## src/axi_pkg.sv

```systemverilog
package axi_pkg;

  localparam int ADDR_W  = 32;
  localparam int DATA_W  = 64;
  localparam int STRB_W  = DATA_W / 8;
  localparam int ID_W    = 4;
  localparam int LEN_W   = 8;
  localparam int SIZE_W  = 3;
  localparam int BURST_W = 2;
  localparam int RESP_W  = 2;

  localparam logic [BURST_W-1:0] BURST_INCR = 2'b01; // Only type the SRAM implements.

  localparam logic [RESP_W-1:0] RESP_OKAY   = 2'b00;
  localparam logic [RESP_W-1:0] RESP_SLVERR = 2'b10;

  // Arbiter grant states. Each grant is followed by its own POST state.
  localparam int ST_W = 4;

  localparam logic [ST_W-1:0] ARB_IDLE          = 4'd0;
  localparam logic [ST_W-1:0] ARB_IFU_RD        = 4'd1;
  localparam logic [ST_W-1:0] ARB_EXU_RD        = 4'd2;
  localparam logic [ST_W-1:0] ARB_CLINT_RD      = 4'd3;
  localparam logic [ST_W-1:0] ARB_EXU_WR        = 4'd4;
  localparam logic [ST_W-1:0] ARB_IFU_RD_POST   = 4'd5;
  localparam logic [ST_W-1:0] ARB_EXU_RD_POST   = 4'd6;
  localparam logic [ST_W-1:0] ARB_CLINT_RD_POST = 4'd7;
  localparam logic [ST_W-1:0] ARB_EXU_WR_POST   = 4'd8;

endpackage

```

## src/soc_map_pkg.sv

```systemverilog
package soc_map_pkg;

  // CLINT window decoded on the EXU read path only.
  localparam logic [31:0] CLINT_BASE = 32'h0200_0000;
  localparam logic [31:0] CLINT_LAST = 32'h0200_ffff;

  localparam int CLINT_OFF_W = 16; // Offset bits inside the window.

  localparam logic [CLINT_OFF_W-1:0] MTIMECMP_OFF = 16'h4000;
  localparam logic [CLINT_OFF_W-1:0] MTIME_OFF    = 16'hbff8;

  localparam logic [63:0] MTIMECMP_RESET = {64{1'b1}};

  // SRAM takes every address outside the CLINT window.
  localparam int SRAM_WORDS   = 256;
  localparam int SRAM_IDX_W   = $clog2(SRAM_WORDS);
  localparam int SRAM_IDX_LSB = 3; // Word index is address bits 10 down to 3.

endpackage

```

## src/axi_ifs.sv

```systemverilog
`timescale 1ns/100ps

interface axi_rd_if;
  logic                         arvalid;
  logic                         arready;
  logic [axi_pkg::ADDR_W-1:0]   araddr;
  logic [axi_pkg::ID_W-1:0]     arid;
  logic [axi_pkg::LEN_W-1:0]    arlen;
  logic [axi_pkg::SIZE_W-1:0]   arsize;
  logic [axi_pkg::BURST_W-1:0]  arburst;
  logic                         rvalid;
  logic                         rready;
  logic [axi_pkg::DATA_W-1:0]   rdata;
  logic [axi_pkg::RESP_W-1:0]   rresp;
  logic                         rlast;
  logic [axi_pkg::ID_W-1:0]     rid;

  modport mst (output arvalid, araddr, arid, arlen, arsize, arburst, rready,
               input  arready, rvalid, rdata, rresp, rlast, rid);
  modport slv (input  arvalid, araddr, arid, arlen, arsize, arburst, rready,
               output arready, rvalid, rdata, rresp, rlast, rid);
endinterface


```

## src/clint.sv

```systemverilog
`timescale 1ns/100ps

module clint (
  input  logic   clock,
  input  logic   reset,
  axi_rd_if.slv  rd_i
);

  logic [63:0] mtime;
  logic        busy;
  logic [soc_map_pkg::CLINT_OFF_W-1:0] offset;

  assign offset = rd_i.araddr[soc_map_pkg::CLINT_OFF_W-1:0];

  assign rd_i.arready = !busy;
  assign rd_i.rvalid  = busy;
  assign rd_i.rlast   = busy; // Every answer is a single beat.

  always_ff @(posedge clock or negedge reset) begin
    if (!reset) begin
      mtime <= '0;
    end else begin
      mtime <= mtime + 64'd1;
    end
  end

  always_ff @(posedge clock or negedge reset) begin
    if (!reset) begin
      busy <= 1'b0;
    end else if (rd_i.arvalid && rd_i.arready) begin
      busy <= 1'b1;
    end else if (rd_i.rvalid && rd_i.rready) begin
      busy <= 1'b0;
    end
  end

  // Response is captured at the AR transfer and held until taken.
  always_ff @(posedge clock) begin
    if (rd_i.arvalid && rd_i.arready) begin
      rd_i.rid <= rd_i.arid;
      case (offset)
        soc_map_pkg::MTIME_OFF: begin
          rd_i.rdata <= mtime;
          rd_i.rresp <= axi_pkg::RESP_OKAY;
        end
        soc_map_pkg::MTIMECMP_OFF: begin
          rd_i.rdata <= soc_map_pkg::MTIMECMP_RESET; // Not writable.
          rd_i.rresp <= axi_pkg::RESP_OKAY;
        end
        default: begin
          rd_i.rdata <= '0;
          rd_i.rresp <= axi_pkg::RESP_SLVERR;
        end
      endcase
    end
  end

endmodule

```

## src/flat_wrapper.sv

```systemverilog
// flat-port wrapper written by rule: the top's interface ports become plain ports
module clint_flat 
  (clock, reset, rd_i_arvalid, rd_i_araddr, rd_i_arid, rd_i_arlen, rd_i_arsize, rd_i_arburst, rd_i_rready, rd_i_arready, rd_i_rvalid, rd_i_rdata, rd_i_rresp, rd_i_rlast, rd_i_rid);
  axi_rd_if rd_i_i ();
  input  logic clock;
  input  logic reset;
  input wire logic [$bits(rd_i_i.arvalid)-1:0] rd_i_arvalid;
  input wire logic [$bits(rd_i_i.araddr)-1:0] rd_i_araddr;
  input wire logic [$bits(rd_i_i.arid)-1:0] rd_i_arid;
  input wire logic [$bits(rd_i_i.arlen)-1:0] rd_i_arlen;
  input wire logic [$bits(rd_i_i.arsize)-1:0] rd_i_arsize;
  input wire logic [$bits(rd_i_i.arburst)-1:0] rd_i_arburst;
  input wire logic [$bits(rd_i_i.rready)-1:0] rd_i_rready;
  output wire logic [$bits(rd_i_i.arready)-1:0] rd_i_arready;
  output wire logic [$bits(rd_i_i.rvalid)-1:0] rd_i_rvalid;
  output wire logic [$bits(rd_i_i.rdata)-1:0] rd_i_rdata;
  output wire logic [$bits(rd_i_i.rresp)-1:0] rd_i_rresp;
  output wire logic [$bits(rd_i_i.rlast)-1:0] rd_i_rlast;
  output wire logic [$bits(rd_i_i.rid)-1:0] rd_i_rid;
  assign rd_i_i.arvalid = rd_i_arvalid;
  assign rd_i_i.araddr = rd_i_araddr;
  assign rd_i_i.arid = rd_i_arid;
  assign rd_i_i.arlen = rd_i_arlen;
  assign rd_i_i.arsize = rd_i_arsize;
  assign rd_i_i.arburst = rd_i_arburst;
  assign rd_i_i.rready = rd_i_rready;
  assign rd_i_arready = rd_i_i.arready;
  assign rd_i_rvalid = rd_i_i.rvalid;
  assign rd_i_rdata = rd_i_i.rdata;
  assign rd_i_rresp = rd_i_i.rresp;
  assign rd_i_rlast = rd_i_i.rlast;
  assign rd_i_rid = rd_i_i.rid;
  clint u_core (.clock(clock), .reset(reset), .rd_i(rd_i_i));
endmodule
```

## config.mk

```make
export PLATFORM = sky130hd
export DESIGN_NAME = clint_flat
export DESIGN_NICKNAME = d
export VERILOG_FILES = /design/src/axi_pkg.sv /design/src/soc_map_pkg.sv /design/src/axi_ifs.sv /design/src/clint.sv /design/src/flat_wrapper.sv
export SDC_FILE = /design/constraint.sdc
export NUM_CORES = 1
export LEC_CHECK = 0
export BUFFER_PORTS_ARGS = -buffer_cell sky130_fd_sc_hd__buf_2
export CAP_MARGIN = 20
export CELL_PAD_IN_SITES_DETAIL_PLACEMENT = 1
export CELL_PAD_IN_SITES_GLOBAL_PLACEMENT = 2
export CORE_ASPECT_RATIO = 2
export CORE_UTILIZATION = 36
export CTS_CLUSTER_DIAMETER = 120
export DETAILED_ROUTE_END_ITERATION = 8
export MAX_ROUTING_LAYER = met4
export PLACE_DENSITY = 0.8
export SYNTH_ARGS = -nofsm -noshare
export SYNTH_HDL_FRONTEND = slang
export SYNTH_SLANG_ARGS = --single-unit
```

## constraint.sdc

```tcl
create_clock -name clock -period 5.5 [get_ports clock]
set_input_delay 1.1 -clock clock [delete_from_list [all_inputs] [get_ports clock]]
set_output_delay 1.1 -clock clock [all_outputs]
set_load 0.02 [all_outputs]
```

After elaboration in Yosys (flattened, before gate mapping). Index checks and enable logic that the tools add are counted. W data, S select, Z words.

Equality and inequality tests: 2. Muxes and demuxes: 4. Reduce and logical (&&, ||, !) cells: 5. Add/sub/neg operators: 1.

Operators by type and width (count): $pmux W64 S2 (1); $add A64 B1 Y64 const B (1); $eq A16 B15 Y1 const B (1); $eq A16 B16 Y1 const B (1); $logic_and A1 B1 Y1 (2); $mux W1 (2); $mux W2 (1); $reduce_bool A2 Y1 (1); $reduce_or A2 Y1 (1); $logic_not A1 Y1 (1).

Bits in registers: 135. Output and inout bits: 73.

Longest topological paths before layout.
Depth after elaboration: 3. Mapped depth: 7. Gate-level depth less buffers: 6.

Worst setup path after synthesis. OpenSTA, ideal clock, no wires.

Path type: input to register. Start point: input rd_i_arvalid. End point: register u_core.rd_i.rdata[0], enable pin. Library setup time: 0.504 ns. Slack: 0.845 ns. Path buffers: 0. Data required time: 4.996 ns. Cell stages on the path: 1. Data arrival time: 4.150 ns. Path through: nor2b_1.

Cells in the longest elaborated chain, start to end: 1.

RTL lines: from (decl) (RTL line flat_wrapper.sv:7) `input wire logic [$bits(rd_i_i.arvalid)-1:0] rd_i_arvalid;`; $logic_and A1 B1 Y1 (RTL line clint.sv:39) `if (rd_i.arvalid && rd_i.arready) begin`; to (signal assigned) (RTL line clint.sv:43) `rd_i.rdata <= mtime;`; to (signal assigned) (RTL line clint.sv:47) `rd_i.rdata <= soc_map_pkg::MTIMECMP_RESET;`; to (decl) (RTL line axi_ifs.sv:21) `output arready, rvalid, rdata, rresp, rlast, rid);`.

No other way between the ends. A chain may end at the register's enable or synchronous reset.

Worst setup path in the final report.
Start point: register u_core.mtime[0]. End point: register u_core.mtime[22].

Cells in the longest elaborated chain, start to end: 1.

RTL lines: from (decl) (RTL line clint.sv:9) `logic [63:0] mtime;`; from (signal assigned) (RTL line clint.sv:23) `mtime <= mtime + 64'd1;`; $add A64 B1 Y64 (RTL line clint.sv:23).

No other way between the ends.

==> metrics.txt <==
status finished, final reports clean; dpl hpwl 10.4 mm; Worst Max-Slew Pin Slew 1.04 ns; portion of synthesized cell area occupied by the leading cell type 36.1%; leakage power total 3.58 nW; largest family of logic cells by synthesized area simple AND/OR/NAND/NOR gates; Async S/R FF share, synth 48.5%; Post-CTS Repair Setup Buffers 0; CTS resizes 0; setup slack on the worst flop-to-flop path 2.81 ns; number of instances in the synthesized netlist 449; CP required 5.85 ns; vias per std cell 5.14; antenna violations before repair 0; DRT iter0 DRCs 155; category of the most critical setup path register to register; maximum number of pins on one net before global-route repair 66; dominant delay contributor by cell family on the critical path simple AND/OR/NAND/NOR gates; TritonCTS Buffers 17; via count of the routed design 3918; Peak VDD IR 220 µV; synthesized-area fraction occupied by adder cells 0.218%; DRT Pass-1 Iters 4; count of cell types in the netlist 35; worst clock skew 0.00985 ns; dominant cell type by area after synthesis edfxtp_1; clock insertion delay at the later pin of the skew report 0.42 ns; endpoint class of the critical path register; TNS Setup 0 ns; area share of xor/xnor cells in the synthesized design 9.46%; commonest cells in the netlist edfxtp_1, dfrtp_1, a21o_1; count of final setup violators 0; Longest Clk Path Bufs 2; Critical Path Fanout Max 5; first element of the critical path u_core.mtime[0]$_DFF_PN0_; die footprint 0.0165 mm²; final period utilization 48.9%; clock root buffer master clkbuf_16; number of cells on the worst hold path 1; reg-to-reg critical path startpoint u_core.mtime[0]$_DFF_PN0_; number of sinks driven by the clock tree 134; total length of routed wires 14.7 mm; flops & latches, synth 134; top-count cell post-synth edfxtp_1; CTS H-tree depth 4; Max stage delay cell, worst path nor4_1; Synth Area in Simple Gates 15.3%; ratio of cells with drive above 1 in the final layout 25.0%; worst slew margin relative to its limit 30.0%; Non-Filler Instances 762; average wire per standard cell 19.3 µm; clock period minus final worst setup slack 2.69 ns; Initial Util 36.6%; cells on worst reg2reg path 6; vias in the first global route 4422; DR DRC count 0; cell type with the highest occurrence count on the critical path nand3_1; global placement routability congestion 0.878; ys flop type edfxtp_1; chip height 181 µm; Compound-Gate Fraction of Synth Area 8.50%; Synth Cell Area 0.00574 mm²; number of placed instances, taps included 729; chip width 91.3 µm; unrepaired setup endpoints after global routing no; area growth from synthesis to layout 23.6%; Post-synth EDFFs 69; Syn. warnings 0; post-layout net count 602; Critical path buffers and inverters 0; area inside the core boundary 0.0157 mm²; antenna diode instance count 0; power density over the cells 349 mW/mm²; Worst Path Arrival 3.04 ns; Cell Chain, Critical Path ha_1, nand3_1, nor4_1, nand3_1, nor3_1, xor2_1; multiplexer share of the synthesized area 0%; remaining antenna violation count 0; final number of max-transition violations 0; max-cap check violation count 0; average instance area after synthesis 12.8 µm²; GR Overflow Total 0; highest clock rate 0.372 GHz; number of placement rows 65; PnR Total Power 2.47 mW; post-cts hold buffer count 0; count of cell instances traversed by the critical path 6; hold crit path type register to register; Net Count, Synth 503; termination of the worst setup path u_core.mtime[22]$_DFF_PN0_; number of port buffers 95; number of top-level pins 126; cell types with the largest area share after synthesis edfxtp_1, dfrtp_1, a21o_1; sequential share of the synthesized area 64.4%; element type at the critical path start register; Clock transition at path regs 0.06 ns; TritonCTS clock tree built; wire length of the first global-routing pass 23.9 mm; total routing usage reported by global routing 20.0%; worst reg2reg path endpoint u_core.mtime[22]$_DFF_PN0_; largest stage delay on the critical path 0.83 ns; final hold vios 0
through the flow:
stage	util [%]	hold WS, ns	setup slack (ns)	cell area (µm²)
after CTS	45.1	0.496	2.70	7080
final	45.2	0.495	2.81	7100
after global routing	45.2	0.515	2.53	7100
after floorplan	-	0.442	0.845	5740
after detailed placement	40.9	0.488	2.49	6430
after global placement	40.9	0.460	2.60	6430
how the worst min path moves through the flow:
stage	startpoint	endpoint	slack [ns]
floorplan	u_core.mtime[63]$_DFF_PN0_	u_core.mtime[63]$_DFF_PN0_	0.44
global placement	u_core.mtime[63]$_DFF_PN0_	u_core.mtime[63]$_DFF_PN0_	0.46
detailed placement	u_core.mtime[63]$_DFF_PN0_	u_core.mtime[63]$_DFF_PN0_	0.49
CTS	u_core.mtime[63]$_DFF_PN0_	u_core.mtime[63]$_DFF_PN0_	0.50
global route	u_core.mtime[63]$_DFF_PN0_	u_core.mtime[63]$_DFF_PN0_	0.52
finish	u_core.mtime[63]$_DFF_PN0_	u_core.mtime[63]$_DFF_PN0_	0.49
area by class of cell:
class	count	area, µm²
sequential	134	3700
timing repair buffer	100	526
fill	1705	8600
clock buffer	20	447
inverter	7	26.3
tap	201	251
clock inverter	12	201
multi-input combinational	288	1950
routing by layer:
layer	routed length [µm]	track usage, %
met1	4850	18.2
met2	9110	38.5
met3	305	4.05
met4	456	9.33
met5	0	-
state kept, by name, summed over array words and instances (netlist names):
register and count:
u_core.rd_i.rresp 1, u_core.rd_i.rlast 1, u_core.mtime 64, u_core.rd_i.rid 4
u_core.rd_i.rdata 64
layout by cell type, fill, tap and decap left out, drive strengths merged, types with 18 or more instances in the layout:
cell type / count
edfxtp: 69
nand2: 27
dfrtp: 65
xor2: 36
xnor2: 26
buf: 100
nor4: 18
clkbuf: 20
a21o: 64
nand4: 23
nor2: 28
nand3: 23
cells by family (layout without fill, tap and decap cells):
kind of cell / after synthesis / in the layout
AO/OA/AOI/OAI: 65 / 65
adder cells (fa/ha/maj): 1 / 1
XOR/XNOR: 62 / 62
buffers and inverters: 27 / 139
flip-flops: 134 / 134
other: 1 / 1
AND/OR/NAND/NOR: 159 / 159
power breakdown:
part / switching [mW] / internal [mW]
logic: 0.0922 / 0.0348
clock network: 0.428 / 0.816
registers: 0.00906 / 1.09
total: 0.529 / 1.94
Power figures use the tool's default switching activity.
