===== src/axi_pkg.sv =====
package axi_pkg;

  localparam int ADDR_W  = 32;
  localparam int DATA_W  = 64;
  localparam int STRB_W  = DATA_W / 8;
  localparam int ID_W    = 4;
  localparam int LEN_W   = 8;
  localparam int SIZE_W  = 3;
  localparam int BURST_W = 2;
  localparam int RESP_W  = 2;

  localparam logic [BURST_W-1:0] BURST_INCR = 2'b01; // Only type the SRAM implements.

  localparam logic [RESP_W-1:0] RESP_OKAY   = 2'b00;
  localparam logic [RESP_W-1:0] RESP_SLVERR = 2'b10;

  // Arbiter grant states. Each grant is followed by its own POST state.
  localparam int ST_W = 4;

  localparam logic [ST_W-1:0] ARB_IDLE          = 4'd0;
  localparam logic [ST_W-1:0] ARB_IFU_RD        = 4'd1;
  localparam logic [ST_W-1:0] ARB_EXU_RD        = 4'd2;
  localparam logic [ST_W-1:0] ARB_CLINT_RD      = 4'd3;
  localparam logic [ST_W-1:0] ARB_EXU_WR        = 4'd4;
  localparam logic [ST_W-1:0] ARB_IFU_RD_POST   = 4'd5;
  localparam logic [ST_W-1:0] ARB_EXU_RD_POST   = 4'd6;
  localparam logic [ST_W-1:0] ARB_CLINT_RD_POST = 4'd7;
  localparam logic [ST_W-1:0] ARB_EXU_WR_POST   = 4'd8;

endpackage


===== src/soc_map_pkg.sv =====
package soc_map_pkg;

  // CLINT window decoded on the EXU read path only.
  localparam logic [31:0] CLINT_BASE = 32'h0200_0000;
  localparam logic [31:0] CLINT_LAST = 32'h0200_ffff;

  localparam int CLINT_OFF_W = 16; // Offset bits inside the window.

  localparam logic [CLINT_OFF_W-1:0] MTIMECMP_OFF = 16'h4000;
  localparam logic [CLINT_OFF_W-1:0] MTIME_OFF    = 16'hbff8;

  localparam logic [63:0] MTIMECMP_RESET = {64{1'b1}};

  // SRAM takes every address outside the CLINT window.
  localparam int SRAM_WORDS   = 256;
  localparam int SRAM_IDX_W   = $clog2(SRAM_WORDS);
  localparam int SRAM_IDX_LSB = 3; // Word index is address bits 10 down to 3.

endpackage


===== src/axi_ifs.sv =====
`timescale 1ns/100ps

interface axi_rd_if;
  logic                         arvalid;
  logic                         arready;
  logic [axi_pkg::ADDR_W-1:0]   araddr;
  logic [axi_pkg::ID_W-1:0]     arid;
  logic [axi_pkg::LEN_W-1:0]    arlen;
  logic [axi_pkg::SIZE_W-1:0]   arsize;
  logic [axi_pkg::BURST_W-1:0]  arburst;
  logic                         rvalid;
  logic                         rready;
  logic [axi_pkg::DATA_W-1:0]   rdata;
  logic [axi_pkg::RESP_W-1:0]   rresp;
  logic                         rlast;
  logic [axi_pkg::ID_W-1:0]     rid;

  modport mst (output arvalid, araddr, arid, arlen, arsize, arburst, rready,
               input  arready, rvalid, rdata, rresp, rlast, rid);
  modport slv (input  arvalid, araddr, arid, arlen, arsize, arburst, rready,
               output arready, rvalid, rdata, rresp, rlast, rid);
endinterface

interface axi_wr_if;
  logic                         awvalid;
  logic                         awready;
  logic [axi_pkg::ADDR_W-1:0]   awaddr;
  logic [axi_pkg::ID_W-1:0]     awid;
  logic [axi_pkg::LEN_W-1:0]    awlen;
  logic [axi_pkg::SIZE_W-1:0]   awsize;
  logic [axi_pkg::BURST_W-1:0]  awburst;
  logic                         wvalid;
  logic                         wready;
  logic [axi_pkg::DATA_W-1:0]   wdata;
  logic [axi_pkg::STRB_W-1:0]   wstrb;
  logic                         wlast;
  logic                         bvalid;
  logic                         bready;
  logic [axi_pkg::RESP_W-1:0]   bresp;
  logic [axi_pkg::ID_W-1:0]     bid;

  modport mst (output awvalid, awaddr, awid, awlen, awsize, awburst,
                      wvalid, wdata, wstrb, wlast, bready,
               input  awready, wready, bvalid, bresp, bid);
  modport slv (input  awvalid, awaddr, awid, awlen, awsize, awburst,
                      wvalid, wdata, wstrb, wlast, bready,
               output awready, wready, bvalid, bresp, bid);
endinterface


===== src/axi_arbiter.sv =====
`timescale 1ns/100ps

module axi_arbiter (
  input  logic   clock,
  input  logic   reset,
  axi_rd_if.slv  ifu_i,
  axi_rd_if.slv  exu_rd_i,
  axi_wr_if.slv  exu_wr_i,
  axi_rd_if.mst  mem_rd_o,
  axi_wr_if.mst  mem_wr_o,
  axi_rd_if.mst  clint_rd_o
);

  logic [axi_pkg::ST_W-1:0] state;
  logic [axi_pkg::ST_W-1:0] next_state;
  logic in_clint;
  logic ifu_g;
  logic exu_g;
  logic clint_g;
  logic wr_g;
  logic mem_r_done;
  logic clint_r_done;
  logic b_done;

  assign in_clint = (exu_rd_i.araddr >= soc_map_pkg::CLINT_BASE) &&
                    (exu_rd_i.araddr <= soc_map_pkg::CLINT_LAST);

  assign ifu_g   = (state == axi_pkg::ARB_IFU_RD);
  assign exu_g   = (state == axi_pkg::ARB_EXU_RD);
  assign clint_g = (state == axi_pkg::ARB_CLINT_RD);
  assign wr_g    = (state == axi_pkg::ARB_EXU_WR);

  // Granted readies are routed, so these only fire for the owner.
  assign mem_r_done   = mem_rd_o.rvalid && mem_rd_o.rready && mem_rd_o.rlast;
  assign clint_r_done = clint_rd_o.rvalid && clint_rd_o.rready && clint_rd_o.rlast;
  assign b_done       = mem_wr_o.bvalid && mem_wr_o.bready;

  always_ff @(posedge clock or negedge reset) begin
    if (!reset) begin
      state <= axi_pkg::ARB_IDLE;
    end else begin
      state <= next_state;
    end
  end

  always_comb begin
    next_state = state;
    case (state)
      axi_pkg::ARB_IDLE: begin
        if (ifu_i.arvalid) begin
          next_state = axi_pkg::ARB_IFU_RD;
        end else if (exu_rd_i.arvalid) begin
          next_state = in_clint ? axi_pkg::ARB_CLINT_RD : axi_pkg::ARB_EXU_RD;
        end else if (exu_wr_i.awvalid) begin
          next_state = axi_pkg::ARB_EXU_WR;
        end
      end
      axi_pkg::ARB_IFU_RD:   if (mem_r_done) next_state = axi_pkg::ARB_IFU_RD_POST;
      axi_pkg::ARB_EXU_RD:   if (mem_r_done) next_state = axi_pkg::ARB_EXU_RD_POST;
      axi_pkg::ARB_CLINT_RD: if (clint_r_done) next_state = axi_pkg::ARB_CLINT_RD_POST;
      axi_pkg::ARB_EXU_WR:   if (b_done) next_state = axi_pkg::ARB_EXU_WR_POST;
      default:               next_state = axi_pkg::ARB_IDLE; // POST states.
    endcase
  end

  // SRAM read port shared by IFU and non-CLINT EXU reads.
  assign mem_rd_o.arvalid = (ifu_g & ifu_i.arvalid) | (exu_g & exu_rd_i.arvalid);
  assign mem_rd_o.araddr  = ifu_g ? ifu_i.araddr  : exu_g ? exu_rd_i.araddr  : '0;
  assign mem_rd_o.arid    = ifu_g ? ifu_i.arid    : exu_g ? exu_rd_i.arid    : '0;
  assign mem_rd_o.arlen   = ifu_g ? ifu_i.arlen   : exu_g ? exu_rd_i.arlen   : '0;
  assign mem_rd_o.arsize  = ifu_g ? ifu_i.arsize  : exu_g ? exu_rd_i.arsize  : '0;
  assign mem_rd_o.arburst = ifu_g ? ifu_i.arburst : exu_g ? exu_rd_i.arburst : '0;
  assign mem_rd_o.rready  = (ifu_g & ifu_i.rready) | (exu_g & exu_rd_i.rready);

  assign clint_rd_o.arvalid = clint_g & exu_rd_i.arvalid;
  assign clint_rd_o.araddr  = clint_g ? exu_rd_i.araddr  : '0;
  assign clint_rd_o.arid    = clint_g ? exu_rd_i.arid    : '0;
  assign clint_rd_o.arlen   = clint_g ? exu_rd_i.arlen   : '0;
  assign clint_rd_o.arsize  = clint_g ? exu_rd_i.arsize  : '0;
  assign clint_rd_o.arburst = clint_g ? exu_rd_i.arburst : '0;
  assign clint_rd_o.rready  = clint_g & exu_rd_i.rready;

  assign ifu_i.arready = ifu_g & mem_rd_o.arready;
  assign ifu_i.rvalid  = ifu_g & mem_rd_o.rvalid;
  assign ifu_i.rdata   = ifu_g ? mem_rd_o.rdata : '0;
  assign ifu_i.rresp   = ifu_g ? mem_rd_o.rresp : '0;
  assign ifu_i.rlast   = ifu_g & mem_rd_o.rlast;
  assign ifu_i.rid     = ifu_g ? mem_rd_o.rid : '0;

  // EXU reads come back from either slave.
  assign exu_rd_i.arready = (exu_g & mem_rd_o.arready) | (clint_g & clint_rd_o.arready);
  assign exu_rd_i.rvalid  = (exu_g & mem_rd_o.rvalid) | (clint_g & clint_rd_o.rvalid);
  assign exu_rd_i.rdata   = exu_g ? mem_rd_o.rdata : clint_g ? clint_rd_o.rdata : '0;
  assign exu_rd_i.rresp   = exu_g ? mem_rd_o.rresp : clint_g ? clint_rd_o.rresp : '0;
  assign exu_rd_i.rlast   = (exu_g & mem_rd_o.rlast) | (clint_g & clint_rd_o.rlast);
  assign exu_rd_i.rid     = exu_g ? mem_rd_o.rid : clint_g ? clint_rd_o.rid : '0;

  assign mem_wr_o.awvalid = wr_g & exu_wr_i.awvalid;
  assign mem_wr_o.awaddr  = wr_g ? exu_wr_i.awaddr  : '0;
  assign mem_wr_o.awid    = wr_g ? exu_wr_i.awid    : '0;
  assign mem_wr_o.awlen   = wr_g ? exu_wr_i.awlen   : '0;
  assign mem_wr_o.awsize  = wr_g ? exu_wr_i.awsize  : '0;
  assign mem_wr_o.awburst = wr_g ? exu_wr_i.awburst : '0;
  assign mem_wr_o.wvalid  = wr_g & exu_wr_i.wvalid;
  assign mem_wr_o.wdata   = wr_g ? exu_wr_i.wdata : '0;
  assign mem_wr_o.wstrb   = wr_g ? exu_wr_i.wstrb : '0;
  assign mem_wr_o.wlast   = wr_g & exu_wr_i.wlast;
  assign mem_wr_o.bready  = wr_g & exu_wr_i.bready;

  assign exu_wr_i.awready = wr_g & mem_wr_o.awready;
  assign exu_wr_i.wready  = wr_g & mem_wr_o.wready;
  assign exu_wr_i.bvalid  = wr_g & mem_wr_o.bvalid;
  assign exu_wr_i.bresp   = wr_g ? mem_wr_o.bresp : '0;
  assign exu_wr_i.bid     = wr_g ? mem_wr_o.bid : '0;

endmodule


===== src/flat_wrapper.sv =====
// flat-port wrapper written by rule: the top's interface ports become plain ports
module axi_arbiter_flat 
  (clock, reset, ifu_i_arvalid, ifu_i_araddr, ifu_i_arid, ifu_i_arlen, ifu_i_arsize, ifu_i_arburst, ifu_i_rready, ifu_i_arready, ifu_i_rvalid, ifu_i_rdata, ifu_i_rresp, ifu_i_rlast, ifu_i_rid, exu_rd_i_arvalid, exu_rd_i_araddr, exu_rd_i_arid, exu_rd_i_arlen, exu_rd_i_arsize, exu_rd_i_arburst, exu_rd_i_rready, exu_rd_i_arready, exu_rd_i_rvalid, exu_rd_i_rdata, exu_rd_i_rresp, exu_rd_i_rlast, exu_rd_i_rid, exu_wr_i_awvalid, exu_wr_i_awaddr, exu_wr_i_awid, exu_wr_i_awlen, exu_wr_i_awsize, exu_wr_i_awburst, exu_wr_i_wvalid, exu_wr_i_wdata, exu_wr_i_wstrb, exu_wr_i_wlast, exu_wr_i_bready, exu_wr_i_awready, exu_wr_i_wready, exu_wr_i_bvalid, exu_wr_i_bresp, exu_wr_i_bid, mem_rd_o_arvalid, mem_rd_o_araddr, mem_rd_o_arid, mem_rd_o_arlen, mem_rd_o_arsize, mem_rd_o_arburst, mem_rd_o_rready, mem_rd_o_arready, mem_rd_o_rvalid, mem_rd_o_rdata, mem_rd_o_rresp, mem_rd_o_rlast, mem_rd_o_rid, mem_wr_o_awvalid, mem_wr_o_awaddr, mem_wr_o_awid, mem_wr_o_awlen, mem_wr_o_awsize, mem_wr_o_awburst, mem_wr_o_wvalid, mem_wr_o_wdata, mem_wr_o_wstrb, mem_wr_o_wlast, mem_wr_o_bready, mem_wr_o_awready, mem_wr_o_wready, mem_wr_o_bvalid, mem_wr_o_bresp, mem_wr_o_bid, clint_rd_o_arvalid, clint_rd_o_araddr, clint_rd_o_arid, clint_rd_o_arlen, clint_rd_o_arsize, clint_rd_o_arburst, clint_rd_o_rready, clint_rd_o_arready, clint_rd_o_rvalid, clint_rd_o_rdata, clint_rd_o_rresp, clint_rd_o_rlast, clint_rd_o_rid);
  axi_rd_if ifu_i_i ();
  axi_rd_if exu_rd_i_i ();
  axi_wr_if exu_wr_i_i ();
  axi_rd_if mem_rd_o_i ();
  axi_wr_if mem_wr_o_i ();
  axi_rd_if clint_rd_o_i ();
  input  logic clock;
  input  logic reset;
  input wire logic [$bits(ifu_i_i.arvalid)-1:0] ifu_i_arvalid;
  input wire logic [$bits(ifu_i_i.araddr)-1:0] ifu_i_araddr;
  input wire logic [$bits(ifu_i_i.arid)-1:0] ifu_i_arid;
  input wire logic [$bits(ifu_i_i.arlen)-1:0] ifu_i_arlen;
  input wire logic [$bits(ifu_i_i.arsize)-1:0] ifu_i_arsize;
  input wire logic [$bits(ifu_i_i.arburst)-1:0] ifu_i_arburst;
  input wire logic [$bits(ifu_i_i.rready)-1:0] ifu_i_rready;
  output wire logic [$bits(ifu_i_i.arready)-1:0] ifu_i_arready;
  output wire logic [$bits(ifu_i_i.rvalid)-1:0] ifu_i_rvalid;
  output wire logic [$bits(ifu_i_i.rdata)-1:0] ifu_i_rdata;
  output wire logic [$bits(ifu_i_i.rresp)-1:0] ifu_i_rresp;
  output wire logic [$bits(ifu_i_i.rlast)-1:0] ifu_i_rlast;
  output wire logic [$bits(ifu_i_i.rid)-1:0] ifu_i_rid;
  input wire logic [$bits(exu_rd_i_i.arvalid)-1:0] exu_rd_i_arvalid;
  input wire logic [$bits(exu_rd_i_i.araddr)-1:0] exu_rd_i_araddr;
  input wire logic [$bits(exu_rd_i_i.arid)-1:0] exu_rd_i_arid;
  input wire logic [$bits(exu_rd_i_i.arlen)-1:0] exu_rd_i_arlen;
  input wire logic [$bits(exu_rd_i_i.arsize)-1:0] exu_rd_i_arsize;
  input wire logic [$bits(exu_rd_i_i.arburst)-1:0] exu_rd_i_arburst;
  input wire logic [$bits(exu_rd_i_i.rready)-1:0] exu_rd_i_rready;
  output wire logic [$bits(exu_rd_i_i.arready)-1:0] exu_rd_i_arready;
  output wire logic [$bits(exu_rd_i_i.rvalid)-1:0] exu_rd_i_rvalid;
  output wire logic [$bits(exu_rd_i_i.rdata)-1:0] exu_rd_i_rdata;
  output wire logic [$bits(exu_rd_i_i.rresp)-1:0] exu_rd_i_rresp;
  output wire logic [$bits(exu_rd_i_i.rlast)-1:0] exu_rd_i_rlast;
  output wire logic [$bits(exu_rd_i_i.rid)-1:0] exu_rd_i_rid;
  input wire logic [$bits(exu_wr_i_i.awvalid)-1:0] exu_wr_i_awvalid;
  input wire logic [$bits(exu_wr_i_i.awaddr)-1:0] exu_wr_i_awaddr;
  input wire logic [$bits(exu_wr_i_i.awid)-1:0] exu_wr_i_awid;
  input wire logic [$bits(exu_wr_i_i.awlen)-1:0] exu_wr_i_awlen;
  input wire logic [$bits(exu_wr_i_i.awsize)-1:0] exu_wr_i_awsize;
  input wire logic [$bits(exu_wr_i_i.awburst)-1:0] exu_wr_i_awburst;
  input wire logic [$bits(exu_wr_i_i.wvalid)-1:0] exu_wr_i_wvalid;
  input wire logic [$bits(exu_wr_i_i.wdata)-1:0] exu_wr_i_wdata;
  input wire logic [$bits(exu_wr_i_i.wstrb)-1:0] exu_wr_i_wstrb;
  input wire logic [$bits(exu_wr_i_i.wlast)-1:0] exu_wr_i_wlast;
  input wire logic [$bits(exu_wr_i_i.bready)-1:0] exu_wr_i_bready;
  output wire logic [$bits(exu_wr_i_i.awready)-1:0] exu_wr_i_awready;
  output wire logic [$bits(exu_wr_i_i.wready)-1:0] exu_wr_i_wready;
  output wire logic [$bits(exu_wr_i_i.bvalid)-1:0] exu_wr_i_bvalid;
  output wire logic [$bits(exu_wr_i_i.bresp)-1:0] exu_wr_i_bresp;
  output wire logic [$bits(exu_wr_i_i.bid)-1:0] exu_wr_i_bid;
  output wire logic [$bits(mem_rd_o_i.arvalid)-1:0] mem_rd_o_arvalid;
  output wire logic [$bits(mem_rd_o_i.araddr)-1:0] mem_rd_o_araddr;
  output wire logic [$bits(mem_rd_o_i.arid)-1:0] mem_rd_o_arid;
  output wire logic [$bits(mem_rd_o_i.arlen)-1:0] mem_rd_o_arlen;
  output wire logic [$bits(mem_rd_o_i.arsize)-1:0] mem_rd_o_arsize;
  output wire logic [$bits(mem_rd_o_i.arburst)-1:0] mem_rd_o_arburst;
  output wire logic [$bits(mem_rd_o_i.rready)-1:0] mem_rd_o_rready;
  input wire logic [$bits(mem_rd_o_i.arready)-1:0] mem_rd_o_arready;
  input wire logic [$bits(mem_rd_o_i.rvalid)-1:0] mem_rd_o_rvalid;
  input wire logic [$bits(mem_rd_o_i.rdata)-1:0] mem_rd_o_rdata;
  input wire logic [$bits(mem_rd_o_i.rresp)-1:0] mem_rd_o_rresp;
  input wire logic [$bits(mem_rd_o_i.rlast)-1:0] mem_rd_o_rlast;
  input wire logic [$bits(mem_rd_o_i.rid)-1:0] mem_rd_o_rid;
  output wire logic [$bits(mem_wr_o_i.awvalid)-1:0] mem_wr_o_awvalid;
  output wire logic [$bits(mem_wr_o_i.awaddr)-1:0] mem_wr_o_awaddr;
  output wire logic [$bits(mem_wr_o_i.awid)-1:0] mem_wr_o_awid;
  output wire logic [$bits(mem_wr_o_i.awlen)-1:0] mem_wr_o_awlen;
  output wire logic [$bits(mem_wr_o_i.awsize)-1:0] mem_wr_o_awsize;
  output wire logic [$bits(mem_wr_o_i.awburst)-1:0] mem_wr_o_awburst;
  output wire logic [$bits(mem_wr_o_i.wvalid)-1:0] mem_wr_o_wvalid;
  output wire logic [$bits(mem_wr_o_i.wdata)-1:0] mem_wr_o_wdata;
  output wire logic [$bits(mem_wr_o_i.wstrb)-1:0] mem_wr_o_wstrb;
  output wire logic [$bits(mem_wr_o_i.wlast)-1:0] mem_wr_o_wlast;
  output wire logic [$bits(mem_wr_o_i.bready)-1:0] mem_wr_o_bready;
  input wire logic [$bits(mem_wr_o_i.awready)-1:0] mem_wr_o_awready;
  input wire logic [$bits(mem_wr_o_i.wready)-1:0] mem_wr_o_wready;
  input wire logic [$bits(mem_wr_o_i.bvalid)-1:0] mem_wr_o_bvalid;
  input wire logic [$bits(mem_wr_o_i.bresp)-1:0] mem_wr_o_bresp;
  input wire logic [$bits(mem_wr_o_i.bid)-1:0] mem_wr_o_bid;
  output wire logic [$bits(clint_rd_o_i.arvalid)-1:0] clint_rd_o_arvalid;
  output wire logic [$bits(clint_rd_o_i.araddr)-1:0] clint_rd_o_araddr;
  output wire logic [$bits(clint_rd_o_i.arid)-1:0] clint_rd_o_arid;
  output wire logic [$bits(clint_rd_o_i.arlen)-1:0] clint_rd_o_arlen;
  output wire logic [$bits(clint_rd_o_i.arsize)-1:0] clint_rd_o_arsize;
  output wire logic [$bits(clint_rd_o_i.arburst)-1:0] clint_rd_o_arburst;
  output wire logic [$bits(clint_rd_o_i.rready)-1:0] clint_rd_o_rready;
  input wire logic [$bits(clint_rd_o_i.arready)-1:0] clint_rd_o_arready;
  input wire logic [$bits(clint_rd_o_i.rvalid)-1:0] clint_rd_o_rvalid;
  input wire logic [$bits(clint_rd_o_i.rdata)-1:0] clint_rd_o_rdata;
  input wire logic [$bits(clint_rd_o_i.rresp)-1:0] clint_rd_o_rresp;
  input wire logic [$bits(clint_rd_o_i.rlast)-1:0] clint_rd_o_rlast;
  input wire logic [$bits(clint_rd_o_i.rid)-1:0] clint_rd_o_rid;
  assign ifu_i_i.arvalid = ifu_i_arvalid;
  assign ifu_i_i.araddr = ifu_i_araddr;
  assign ifu_i_i.arid = ifu_i_arid;
  assign ifu_i_i.arlen = ifu_i_arlen;
  assign ifu_i_i.arsize = ifu_i_arsize;
  assign ifu_i_i.arburst = ifu_i_arburst;
  assign ifu_i_i.rready = ifu_i_rready;
  assign ifu_i_arready = ifu_i_i.arready;
  assign ifu_i_rvalid = ifu_i_i.rvalid;
  assign ifu_i_rdata = ifu_i_i.rdata;
  assign ifu_i_rresp = ifu_i_i.rresp;
  assign ifu_i_rlast = ifu_i_i.rlast;
  assign ifu_i_rid = ifu_i_i.rid;
  assign exu_rd_i_i.arvalid = exu_rd_i_arvalid;
  assign exu_rd_i_i.araddr = exu_rd_i_araddr;
  assign exu_rd_i_i.arid = exu_rd_i_arid;
  assign exu_rd_i_i.arlen = exu_rd_i_arlen;
  assign exu_rd_i_i.arsize = exu_rd_i_arsize;
  assign exu_rd_i_i.arburst = exu_rd_i_arburst;
  assign exu_rd_i_i.rready = exu_rd_i_rready;
  assign exu_rd_i_arready = exu_rd_i_i.arready;
  assign exu_rd_i_rvalid = exu_rd_i_i.rvalid;
  assign exu_rd_i_rdata = exu_rd_i_i.rdata;
  assign exu_rd_i_rresp = exu_rd_i_i.rresp;
  assign exu_rd_i_rlast = exu_rd_i_i.rlast;
  assign exu_rd_i_rid = exu_rd_i_i.rid;
  assign exu_wr_i_i.awvalid = exu_wr_i_awvalid;
  assign exu_wr_i_i.awaddr = exu_wr_i_awaddr;
  assign exu_wr_i_i.awid = exu_wr_i_awid;
  assign exu_wr_i_i.awlen = exu_wr_i_awlen;
  assign exu_wr_i_i.awsize = exu_wr_i_awsize;
  assign exu_wr_i_i.awburst = exu_wr_i_awburst;
  assign exu_wr_i_i.wvalid = exu_wr_i_wvalid;
  assign exu_wr_i_i.wdata = exu_wr_i_wdata;
  assign exu_wr_i_i.wstrb = exu_wr_i_wstrb;
  assign exu_wr_i_i.wlast = exu_wr_i_wlast;
  assign exu_wr_i_i.bready = exu_wr_i_bready;
  assign exu_wr_i_awready = exu_wr_i_i.awready;
  assign exu_wr_i_wready = exu_wr_i_i.wready;
  assign exu_wr_i_bvalid = exu_wr_i_i.bvalid;
  assign exu_wr_i_bresp = exu_wr_i_i.bresp;
  assign exu_wr_i_bid = exu_wr_i_i.bid;
  assign mem_rd_o_arvalid = mem_rd_o_i.arvalid;
  assign mem_rd_o_araddr = mem_rd_o_i.araddr;
  assign mem_rd_o_arid = mem_rd_o_i.arid;
  assign mem_rd_o_arlen = mem_rd_o_i.arlen;
  assign mem_rd_o_arsize = mem_rd_o_i.arsize;
  assign mem_rd_o_arburst = mem_rd_o_i.arburst;
  assign mem_rd_o_rready = mem_rd_o_i.rready;
  assign mem_rd_o_i.arready = mem_rd_o_arready;
  assign mem_rd_o_i.rvalid = mem_rd_o_rvalid;
  assign mem_rd_o_i.rdata = mem_rd_o_rdata;
  assign mem_rd_o_i.rresp = mem_rd_o_rresp;
  assign mem_rd_o_i.rlast = mem_rd_o_rlast;
  assign mem_rd_o_i.rid = mem_rd_o_rid;
  assign mem_wr_o_awvalid = mem_wr_o_i.awvalid;
  assign mem_wr_o_awaddr = mem_wr_o_i.awaddr;
  assign mem_wr_o_awid = mem_wr_o_i.awid;
  assign mem_wr_o_awlen = mem_wr_o_i.awlen;
  assign mem_wr_o_awsize = mem_wr_o_i.awsize;
  assign mem_wr_o_awburst = mem_wr_o_i.awburst;
  assign mem_wr_o_wvalid = mem_wr_o_i.wvalid;
  assign mem_wr_o_wdata = mem_wr_o_i.wdata;
  assign mem_wr_o_wstrb = mem_wr_o_i.wstrb;
  assign mem_wr_o_wlast = mem_wr_o_i.wlast;
  assign mem_wr_o_bready = mem_wr_o_i.bready;
  assign mem_wr_o_i.awready = mem_wr_o_awready;
  assign mem_wr_o_i.wready = mem_wr_o_wready;
  assign mem_wr_o_i.bvalid = mem_wr_o_bvalid;
  assign mem_wr_o_i.bresp = mem_wr_o_bresp;
  assign mem_wr_o_i.bid = mem_wr_o_bid;
  assign clint_rd_o_arvalid = clint_rd_o_i.arvalid;
  assign clint_rd_o_araddr = clint_rd_o_i.araddr;
  assign clint_rd_o_arid = clint_rd_o_i.arid;
  assign clint_rd_o_arlen = clint_rd_o_i.arlen;
  assign clint_rd_o_arsize = clint_rd_o_i.arsize;
  assign clint_rd_o_arburst = clint_rd_o_i.arburst;
  assign clint_rd_o_rready = clint_rd_o_i.rready;
  assign clint_rd_o_i.arready = clint_rd_o_arready;
  assign clint_rd_o_i.rvalid = clint_rd_o_rvalid;
  assign clint_rd_o_i.rdata = clint_rd_o_rdata;
  assign clint_rd_o_i.rresp = clint_rd_o_rresp;
  assign clint_rd_o_i.rlast = clint_rd_o_rlast;
  assign clint_rd_o_i.rid = clint_rd_o_rid;
  axi_arbiter u_core (.clock(clock), .reset(reset), .ifu_i(ifu_i_i), .exu_rd_i(exu_rd_i_i), .exu_wr_i(exu_wr_i_i), .mem_rd_o(mem_rd_o_i), .mem_wr_o(mem_wr_o_i), .clint_rd_o(clint_rd_o_i));
endmodule

===== config.mk =====
export PLATFORM = sky130hd
export DESIGN_NAME = axi_arbiter_flat
export DESIGN_NICKNAME = d
export VERILOG_FILES = /design/src/axi_pkg.sv /design/src/soc_map_pkg.sv /design/src/axi_ifs.sv /design/src/axi_arbiter.sv /design/src/flat_wrapper.sv
export SDC_FILE = /design/constraint.sdc
export NUM_CORES = 1
export LEC_CHECK = 0
export BUFFER_PORTS_ARGS = -buffer_cell sky130_fd_sc_hd__buf_2
export CAP_MARGIN = 30
export CORE_AREA = 2 2 298 300
export CTS_CLUSTER_DIAMETER = 50
export CTS_CLUSTER_SIZE = 40
export DETAILED_ROUTE_END_ITERATION = 6
export DIE_AREA = 0 0 300 302
export GPL_ROUTABILITY_DRIVEN = 0
export PLACE_DENSITY = 0.3
export SLEW_MARGIN = 20
export SYNTH_ARGS = -nofsm -noshare
export SYNTH_HDL_FRONTEND = slang
export SYNTH_SLANG_ARGS = --single-unit

===== constraint.sdc =====
create_clock -name clock -period 1.95 [get_ports clock]
set_clock_uncertainty 0.1 [all_clocks]
set_input_delay 0.2925 -clock clock [delete_from_list [all_inputs] [get_ports clock]]
set_output_delay 0.2925 -clock clock [all_outputs]
set_load 0.02 [all_outputs]

== After elaboration in Yosys (flattened, before gate mapping) ==
Cells that the tools add are included.

* Output and inout port bits: 382
* Bits in registers: 4
* Input bits: 384
* Word-level logic and storage cells: 89

* Reduce and logical (&&, ||, !) cells: 8
* Multiplexer cells: 42
* Equality and inequality tests: 9
* Bitwise gates (word level): 27
* Magnitude comparators: 2

{| class="wikitable"
|+ Operators with widths
! cell !! count
|-
| 64-bit two-way mux || 4
|-
| 32-bit two-way mux || 4
|-
| 4-bit two-way mux || 15
|-
| 8-bit two-way mux || 5
|-
| 32-bit by 26-bit greater-or-equal comparator with 1-bit output (second input constant) || 1
|-
| 32-bit by 26-bit less-or-equal comparator with 1-bit output (second input constant) || 1
|-
| 1-bit bitwise AND || 22
|-
| 4-bit case mux with 5 select lines || 1
|-
| 2-bit two-way mux || 8
|-
| 3-bit two-way mux || 4
|-
| 4-bit by 2-bit == test with 1-bit output (second input constant) || 2
|-
| 2-bit inequality test (second input constant) || 4
|-
| 1-bit logical AND || 6
|-
| 1-bit bitwise OR || 5
|-
| 5-bit AND reduction || 1
|-
| 4-bit by 1-bit == test with 1-bit output (second input constant) || 1
|-
| 4-bit by 3-bit == test with 1-bit output (second input constant) || 1
|-
| 4-bit logical NOT || 1
|-
| 4-bit inequality test (second input constant) || 1
|-
| 1-bit two-way mux || 1
|}

== Logic depth before layout (Yosys ltp) ==
Gate-level depths: netlist of run 1.

* Depth after elaboration: 7
* Depth in mapped cells: 6
* Mapped depth without buffers: 4

== Worst setup path after synthesis of run 1 ==
Ideal clock, no wire load.

* Kind: register -> output
* Start point: register u_core.state[1] in the netlist's numbering
* End point: output port mem_wr_o_awaddr[0]
* Setup slack: 83 ps
* Required time: 1558 ps
* Arrival time: 1475 ps
* Path buffers: 3
* Stages on the path, launching flop included: 6
* Path through: dfrtp_1 buf_4 nor4b_4 buf_6 buf_6 and2_1

* Longest elaborated chain between the ends: 2

{| class="wikitable"
|+ RTL lines
! what !! RTL line !! text
|-
| start, declared || axi_arbiter.sv:14 || <nowiki>logic [axi_pkg::ST_W-1:0] state;</nowiki>
|-
| start signal, assigned || axi_arbiter.sv:40 || <nowiki>state <= axi_pkg::ARB_IDLE;</nowiki>
|-
| start signal, assigned || axi_arbiter.sv:42 || <nowiki>state <= next_state;</nowiki>
|-
| 4-bit by 3-bit == test with 1-bit output || axi_arbiter.sv:31 || <nowiki>assign wr_g = (state == axi_pkg::ARB_EXU_WR);</nowiki>
|-
| 32-bit two-way mux || axi_arbiter.sv:99 || <nowiki>assign mem_wr_o.awaddr = wr_g ? exu_wr_i.awaddr : '0;</nowiki>
|-
| end, declared || flat_wrapper.sv:68 || <nowiki>output wire logic [$bits(mem_wr_o_i.awaddr)-1:0] mem_wr_o_awaddr;</nowiki>
|}

No other way between the ends.

== Worst setup path in the final report of run 1 ==
* Start point: register u_core.state[3] in the netlist's numbering
* End point: output port exu_rd_i_rdata[2]

* Longest elaborated chain between the ends: 3
* Elaborated cells on any way between the ends: 4
* Those cells by class: eq/ne: 2; mux: 2

{| class="wikitable"
|+ RTL lines
! what !! RTL line !! text
|-
| 4-bit by 2-bit == test with 1-bit output || axi_arbiter.sv:30 || <nowiki>assign clint_g = (state == axi_pkg::ARB_CLINT_RD);</nowiki>
|-
| 64-bit two-way mux || axi_arbiter.sv:93 || <nowiki>assign exu_rd_i.rdata = exu_g ? mem_rd_o.rdata : clint_g ? clint_rd_o.rdata : '0;</nowiki>
|-
| 64-bit two-way mux (*) || axi_arbiter.sv:93 ||
|-
| end, declared || flat_wrapper.sv:34 || <nowiki>output wire logic [$bits(exu_rd_i_i.rdata)-1:0] exu_rd_i_rdata;</nowiki>
|}

Every way passes the cells marked *; elsewhere a longest branch is shown, timed or not.

==> results.md, run 1 <==
* # clock sinks at 4
* Clock buffer depth at 2
* Reg area at between 100 and 150 um2
* H-tree depth at 1
* R2r setup slk at around 0.15 ns
* Tightest Hold Check Type: in2reg
* Iter 0 DRT Violations at 288
* Crit share post-route at 114%
* Final core occ at 13.8%
* Critical Path RT at roughly 1.6 ns
* Least-Margin Pin Slew at between 0.3 and 0.4 ns
* Die area at 0.0906 mm2
* Largest Register: u_core.state
* Initial Util at under 10%
* Initial antenna violation count at 34
* Synth cell types at 27
* Skew-Pair Late Insertion Delay at approximately 0.22 ns
* Setup-failing EPs final at roughly 380
* Register clock-pin slew on the reported worst setup and hold paths at roughly 0.030 ns
* Yosys top cell by area: and2_1
* Initial DRT Pass Iterations at 4
* Largest net degree at the start of global routing at between 40 and 50
* Antenna Nets Post-Route at 0
* Clk Tree Root Cell: clkbuf_16
* CP max FO at 7
* Synth warn at 0
* WHS at ~0.32 ns
* CP delay by family, top: buffers and inverters
* All-layer global routing usage at 8.68%
* Non-Filler Instances at roughly 2,500
* CP most frequent cell: buf_6
* Syn_area_per_cell at just over 7 um2
* Grt total ovfl at 0
* Total power at roughly 14,000 uW
* Die Span X at roughly 300 um
* CORE AREA at between 0.08 and 0.09 mm2
* Final hold viol count at 0
* Crit path time final at 2.22 ns
* Fillcell total at approximately 10,000
* Status: finished with violations
* # DRC at 0
* RSZ-0062 raised after global routing: true
* DR WL/cell at 19.3 um
* Share of layout cells above drive strength 1 at roughly four fifths
* Worst Path Arrival at between 1.5 and 2 ns
* Failing checks: negative setup slack
* Max Slew Vio Count at 0
* Critical path cell sequence: buf_6 > nor3_4 > buf_6 > clkbuf_16 > buf_12 > a22o_1 > buf_6
* Yosys reg bits at 4
* Leak pwr at 0.00616 uW
* CP Launch Type: register
* Max transition margin at approximately four fifths
* Max stage delay on crit path at between 0.4 and 0.5 ns
* Slack of the critical path at -0.271 ns
* Input/output buffers at 765
* Placed Cells at between 2,000 and 2,500
* Power per cell area at 1180 mW/mm2
* Drt total wl at between 40 and 50 mm
* Inserted Clock Buffers at 3
* Synthesized cell area at 0.00333 mm2
* Post-Syn Nets at about 850
* CTS tree: yes
* Io pins at approximately 770
* Row count at between 100 and 150
* Cells after Synth at approximately 470
* Critical path's slowest cell: dfrtp_2
* Area contributors post-synth: and2_1 49%, a22o_1 33%, buf_2 3.0%
* DIE HEIGHT at 302 um
* First-pass GRT wire length at roughly 55 mm
* Layout Nets at 1,682
* Via Count at roughly 7,300
* Vias per cell at roughly 3.0
* Max Fclk at roughly 450 MHz
* Synth top area share at around half
* Layout area overhead at 263%
* Setup WS pre-CTS at -0.0964 ns
* WS Path Type: reg2out
* Crit. End Element: output pin
* Post-synthesis sequential area ratio at under 10%
* Vias in the first global route at around 6,800
* Dpl hpwl at around 38 mm
* Max FFs per register at 4
* Max rail drop VDD at between 0.5 and 0.6 mV
* Bufs and invs on worst path at 5
* Max_cap viols at 0
* Area of the multi-input gates at between 0.003 and 0.004 mm2
* Biggest regs: u_core.state x4
[synthesized netlist by cell type, drive strengths merged]
library cell,count
and2,259
a22o,124
buf,35
clkbuf,20
nor2,5
dfrtp,4
a31oi,3
nor4b,3
nand2,2
nand3,2
nor4,2
a211oi,1
a32o,1
and3,1
inv,1
nand2b,1
nand4,1
nor3,1
nor3b,1
o21a,1
o311a,1
[worst reg2reg max path: cells and delay by family, from the launching register on]
family                 cells  cell delay [ns]
buffers and inverters      5             0.76
DFF                        1             0.43
and+or+nand+nor            2             0.44
[power by group]
group | switching (uW) | internal (uW)
clock network | 52.8 | 261
registers | 55.8 | 121
logic | 6840 | 6970
[placed cells by master, fill, tap and decap left out]
master	count
nand2_4	1
dfrtp_1	1
a211oi_1	1
nor4b_4	1
and3_1	1
clkbuf_16	21
buf_4	47
o311a_1	1
dfrtp_2	3
nand2b_4	1
dlygate4sd3_1	1
buf_16	5
nor3_4	1
nand3_1	2
nor3b_1	1
nand2_1	1
nand4_1	1
and2_4	155
a22o_1	119
a32o_1	1
and2_2	1
inv_1	1
buf_2	530
nor4b_1	2
buf_6	231
o21a_1	1
diode_2	8
a22o_4	5
and2_1	103
a31oi_1	3
nor4_1	2
buf_8	19
nor2_1	2
buf_12	28
nor2_4	3
[final timing paths]
| path | from | to | cells past startpoint |
|---|---|---|---|
| max | u_core.state[3]$_DFFE_PN0P_ | exu_rd_i_rdata[2] | 7 |
| min | exu_wr_i_bready | u_core.state[3]$_DFFE_PN0P_ | 2 |
| max reg2reg | u_core.state[0]$_DFFE_PN0P_ | u_core.state[3]$_DFFE_PN0P_ | 7 |
| min reg2reg | u_core.state[1]$_DFFE_PN0P_ | u_core.state[1]$_DFFE_PN0P_ | 2 |
| max in group asynchronous | reset | u_core.state[0]$_DFFE_PN0P_ | 2 |
| min in group asynchronous | reset | u_core.state[2]$_DFFE_PN0P_ | 2 |
[metal layers]
metal / part of all wire (%) / global-route usage (%) / wire, um
met5: 0.20 / 0 / 95
met4: 2.1 / 0.976 / 1010
met3: 8.5 / 2.77 / 4030
met2: 50 / 16.1 / 23900
met1: 39 / 9.90 / 18600
[through the flow]
step                instance area, um2  setup TNS, ns
finish                           12100         -71.90
global route                     12100         -98.97
CTS                              10100         -76.11
detailed placement                9000         -0.372
global placement                  9000          -1.30
floorplan                         3330              0
[cells by family after synthesis]
kind of cell / after synthesis / synth area share [%]
AOI/OAI and AO/OA: 131 / 34.2
and+or+nand+nor: 278 / 53.5
DFF: 4 / 3.01
buffers and inverters: 56 / 9.32
[final cells by class]
cell class              count  share of cell area, %
repair buffers            879                   58.4
multi-input cells         409                   27.9
well taps                1165                   12.1
flip-flops and latches      4                  0.860
clock buffers               3                  0.622
diodes                      8                  0.166
inverters                   1                 0.0311
[repair_timing]
item / in CTS / in global routing
setup buffers: 12 / 18
setup endpoints to repair: 382 / 382
hold buffers: 1 / 0
hold endpoints to repair: 4 / 0
pin swaps: 21 / 123
cloned: 8 / 20
gates resized for setup: 204 / 483
Power figures use the tool's default switching activity.
==> run 2, diff against run 1 <==
Settings changed: SKIP_LAST_GASP from default to 1, TNS_END_PERCENT from default to 10.
==> results.md, run 2 (same netlist as run 1, synthesis figures left out) <==
* Least-Margin Pin Slew at 0.329 ns (was 0.324 ns)
* First-pass GRT wire length at 54.0 mm (was 54.9 mm)
* CP Launch Type: register (unchanged)
* Int Power at 5890 uW (was 7350 uW)
* DR WL/cell at 18.1 um (was 19.3 um)
* Dpl cell area at 0.00900 mm2 (unchanged)
* Antenna Nets Post-Route at 0 (unchanged)
* Post-Layout Inst Area at 0.0106 mm2 (was 0.0121 mm2)
* Drt total wl at 44.4 mm (was 47.7 mm)
* Layout area overhead at 219% (was 263%)
* Clock buffer depth at 2 (unchanged)
* Max FFs per register at 4 (unchanged)
* Psw at 6390 uW (was 6950 uW)
* Initial antenna violation count at 34 (unchanged)
* CTS tree: yes (unchanged)
* Setup-failing EPs final at 382 (unchanged)
* Combinational power share at 96.0% (was 96.6%)
* Crit share post-route at 114% (about the same)
* Critical Path RT at 1.56 ns (about the same)
* Fillcell total at 10,259 (was 10,149)
* Initial Util at 3.80% (unchanged)
* Max Fclk at 449 MHz (was 450 MHz)
* Commonest cells after routing, fill and taps aside: 617 x buf_2, 214 x and2_1, 122 x a22o_1 (was 530 x buf_2, 231 x buf_6, 155 x and2_4)
* CORE AREA at 0.0876 mm2 (unchanged)
* Area of the multi-input gates at 0.00306 mm2 (was 0.00336 mm2)
* # clock sinks at 4 (unchanged)
* Io pins at 766 (unchanged)
* WS Path Type: reg2out (unchanged)
* Reg area at 104 um2 (unchanged)
* Non-Filler Instances at 2,452 (was 2,469)
* Via Count at 7,066 (was 7,327)
* Biggest regs: u_core.state x4 (unchanged)
* Sw frac at 52.0% (was 48.6%)
* Input/output buffers at 765 (unchanged)
* Failing checks: negative setup slack (unchanged)
* Sequential share of power at 1.4% (was 1.2%)
* Max Slew Vio Count at 0 (unchanged)
* Power per cell area at 1160 mW/mm2 (was 1180 mW/mm2)
* Inserted Clock Buffers at 3 (unchanged)
* RSZ-0062 raised after global routing: true (unchanged)
* Largest Register: u_core.state (unchanged)
* Clock network fraction of total power at 2.6% (was 2.2%)
* Largest net degree at the start of global routing at 47 (unchanged)
* CP max FO at 18 (was 7)
* Crit path time final at 2.23 ns (was 2.22 ns)
* Vias in the first global route at 6,713 (was 6,787)
* Slack of the critical path at -0.277 ns (was -0.271 ns)
* Total power at 12,300 uW (was 14,300 uW)
* Iter 0 DRT Violations at 283 (was 288)
* Max rail drop VDD at 0.444 mV (was 0.509 mV)
* Commonest non-fill, non-tap cell in the layout: buf_2 (unchanged)
* Max_cap viols at 0 (unchanged)
* Placed Cells at 2,405 (unchanged)
* Leak pwr at 0.00571 uW (was 0.00616 uW)
* DIE HEIGHT at 302 um (unchanged)
* Register clock-pin slew on the reported worst setup and hold paths at 0.03 ns (about the same)
* Die Span X at 300 um (unchanged)
* # DRC at 0 (unchanged)
* Final hold viol count at 0 (unchanged)
* Grt total ovfl at 0 (unchanged)
* Dpl hpwl at 37.7 mm (unchanged)
* Layout Nets at 1,665 (was 1,682)
* Vias per cell at 2.88 (was 2.97)
* Skew-Pair Late Insertion Delay at 0.22 ns (about the same)
* H-tree depth at 1 (unchanged)
* Tightest Hold Check Type: in2reg (unchanged)
* Crit. End Element: output pin (unchanged)
* Status: finished with violations (unchanged)
* Row count at 109 (unchanged)
* Initial DRT Pass Iterations at 4 (unchanged)
* Die area at 0.0906 mm2 (unchanged)
* All-layer global routing usage at 8.54% (was 8.68%)
* Max transition margin at 77.8% (was 78.2%)
* Clk Tree Root Cell: clkbuf_16 (unchanged)
* Share of layout cells above drive strength 1 at 72.0% (was 81.2%)
* Worst Path Arrival at 1.83 ns (about the same)
## run 2: final cells by class
| cell class | count | area share [%] |
|---|---|---|
| repair buffers | 862 | 55.6 |
| multi-input cells | 409 | 28.8 |
| well taps | 1165 | 13.7 |
| flip-flops and latches | 4 | 0.977 |
| clock buffers | 3 | 0.706 |
| diodes | 8 | 0.188 |
| inverters | 1 | 0.0353 |
## run 2: per-stage QoR
| step | utilization [%] | hold WS [ns] | setup TNS [ns] | worst slack, ns |
|---|---|---|---|---|
| floorplan | - | -0.103 | 0 | 0.0828 |
| global placement | 10.3 | 0.00895 | -1.30 | -0.111 |
| detailed placement | 10.3 | 0.00943 | -0.372 | -0.0964 |
| CTS | 11.0 | 0.335 | -76.95 | -0.317 |
| global route | 12.1 | 0.330 | -98.57 | -0.330 |
| finish | 12.1 | 0.317 | -71.75 | -0.277 |
## run 2: critical path, stage by stage, from the launching register on
cell and delay [ns]:
dfrtp_2 0.43, buf_6 0.13, nor3_4 0.21, buf_12 0.15, buf_6 0.15, buf_12 0.16
a22o_1 0.19, buf_2 0.18
## run 2: routing by layer
metal  wire, um  track usage, %
met5         68               0
met4        809            1.12
met3       4510            2.74
met2      22200            15.8
met1      16800            9.70
## run 2: path summary, 6_finish.rpt
check	depth (start not counted)	startpoint	to	slack [ns]
worst max-delay path	7	u_core.state[3]$_DFFE_PN0P_	mem_rd_o_araddr[23]	-0.28
worst min-delay path	2	exu_wr_i_bready	u_core.state[3]$_DFFE_PN0P_	0.32
worst max register to register	7	u_core.state[0]$_DFFE_PN0P_	u_core.state[3]$_DFFE_PN0P_	0.17
worst min register to register	2	u_core.state[1]$_DFFE_PN0P_	u_core.state[1]$_DFFE_PN0P_	0.61
max in group asynchronous	2	reset	u_core.state[0]$_DFFE_PN0P_	1.25
min in group asynchronous	2	reset	u_core.state[2]$_DFFE_PN0P_	0.36
## run 2: what timing repair did
action / 4_1_cts / 5_1_grt
hold buffers: 1 / 0
cloned: 6 / 11
resized for setup: 62 / 248
setup buffers: 11 / 9
endpoints found under the hold margin: 4 / 0
pin swaps: 15 / 20
endpoints found under the setup margin: 382 / 382
## run 2: power groups by stage
stage / clock, uW / combinational (uW) / sequential (uW)
3_3_place_gp: 0 / 9870 / 180
4_1_cts: 319 / 10500 / 170
2_1_floorplan: 0 / 5620 / 140
3_5_place_dp: 0 / 9660 / 177
5_1_grt: 329 / 12500 / 184
6_report: 314 / 11800 / 176
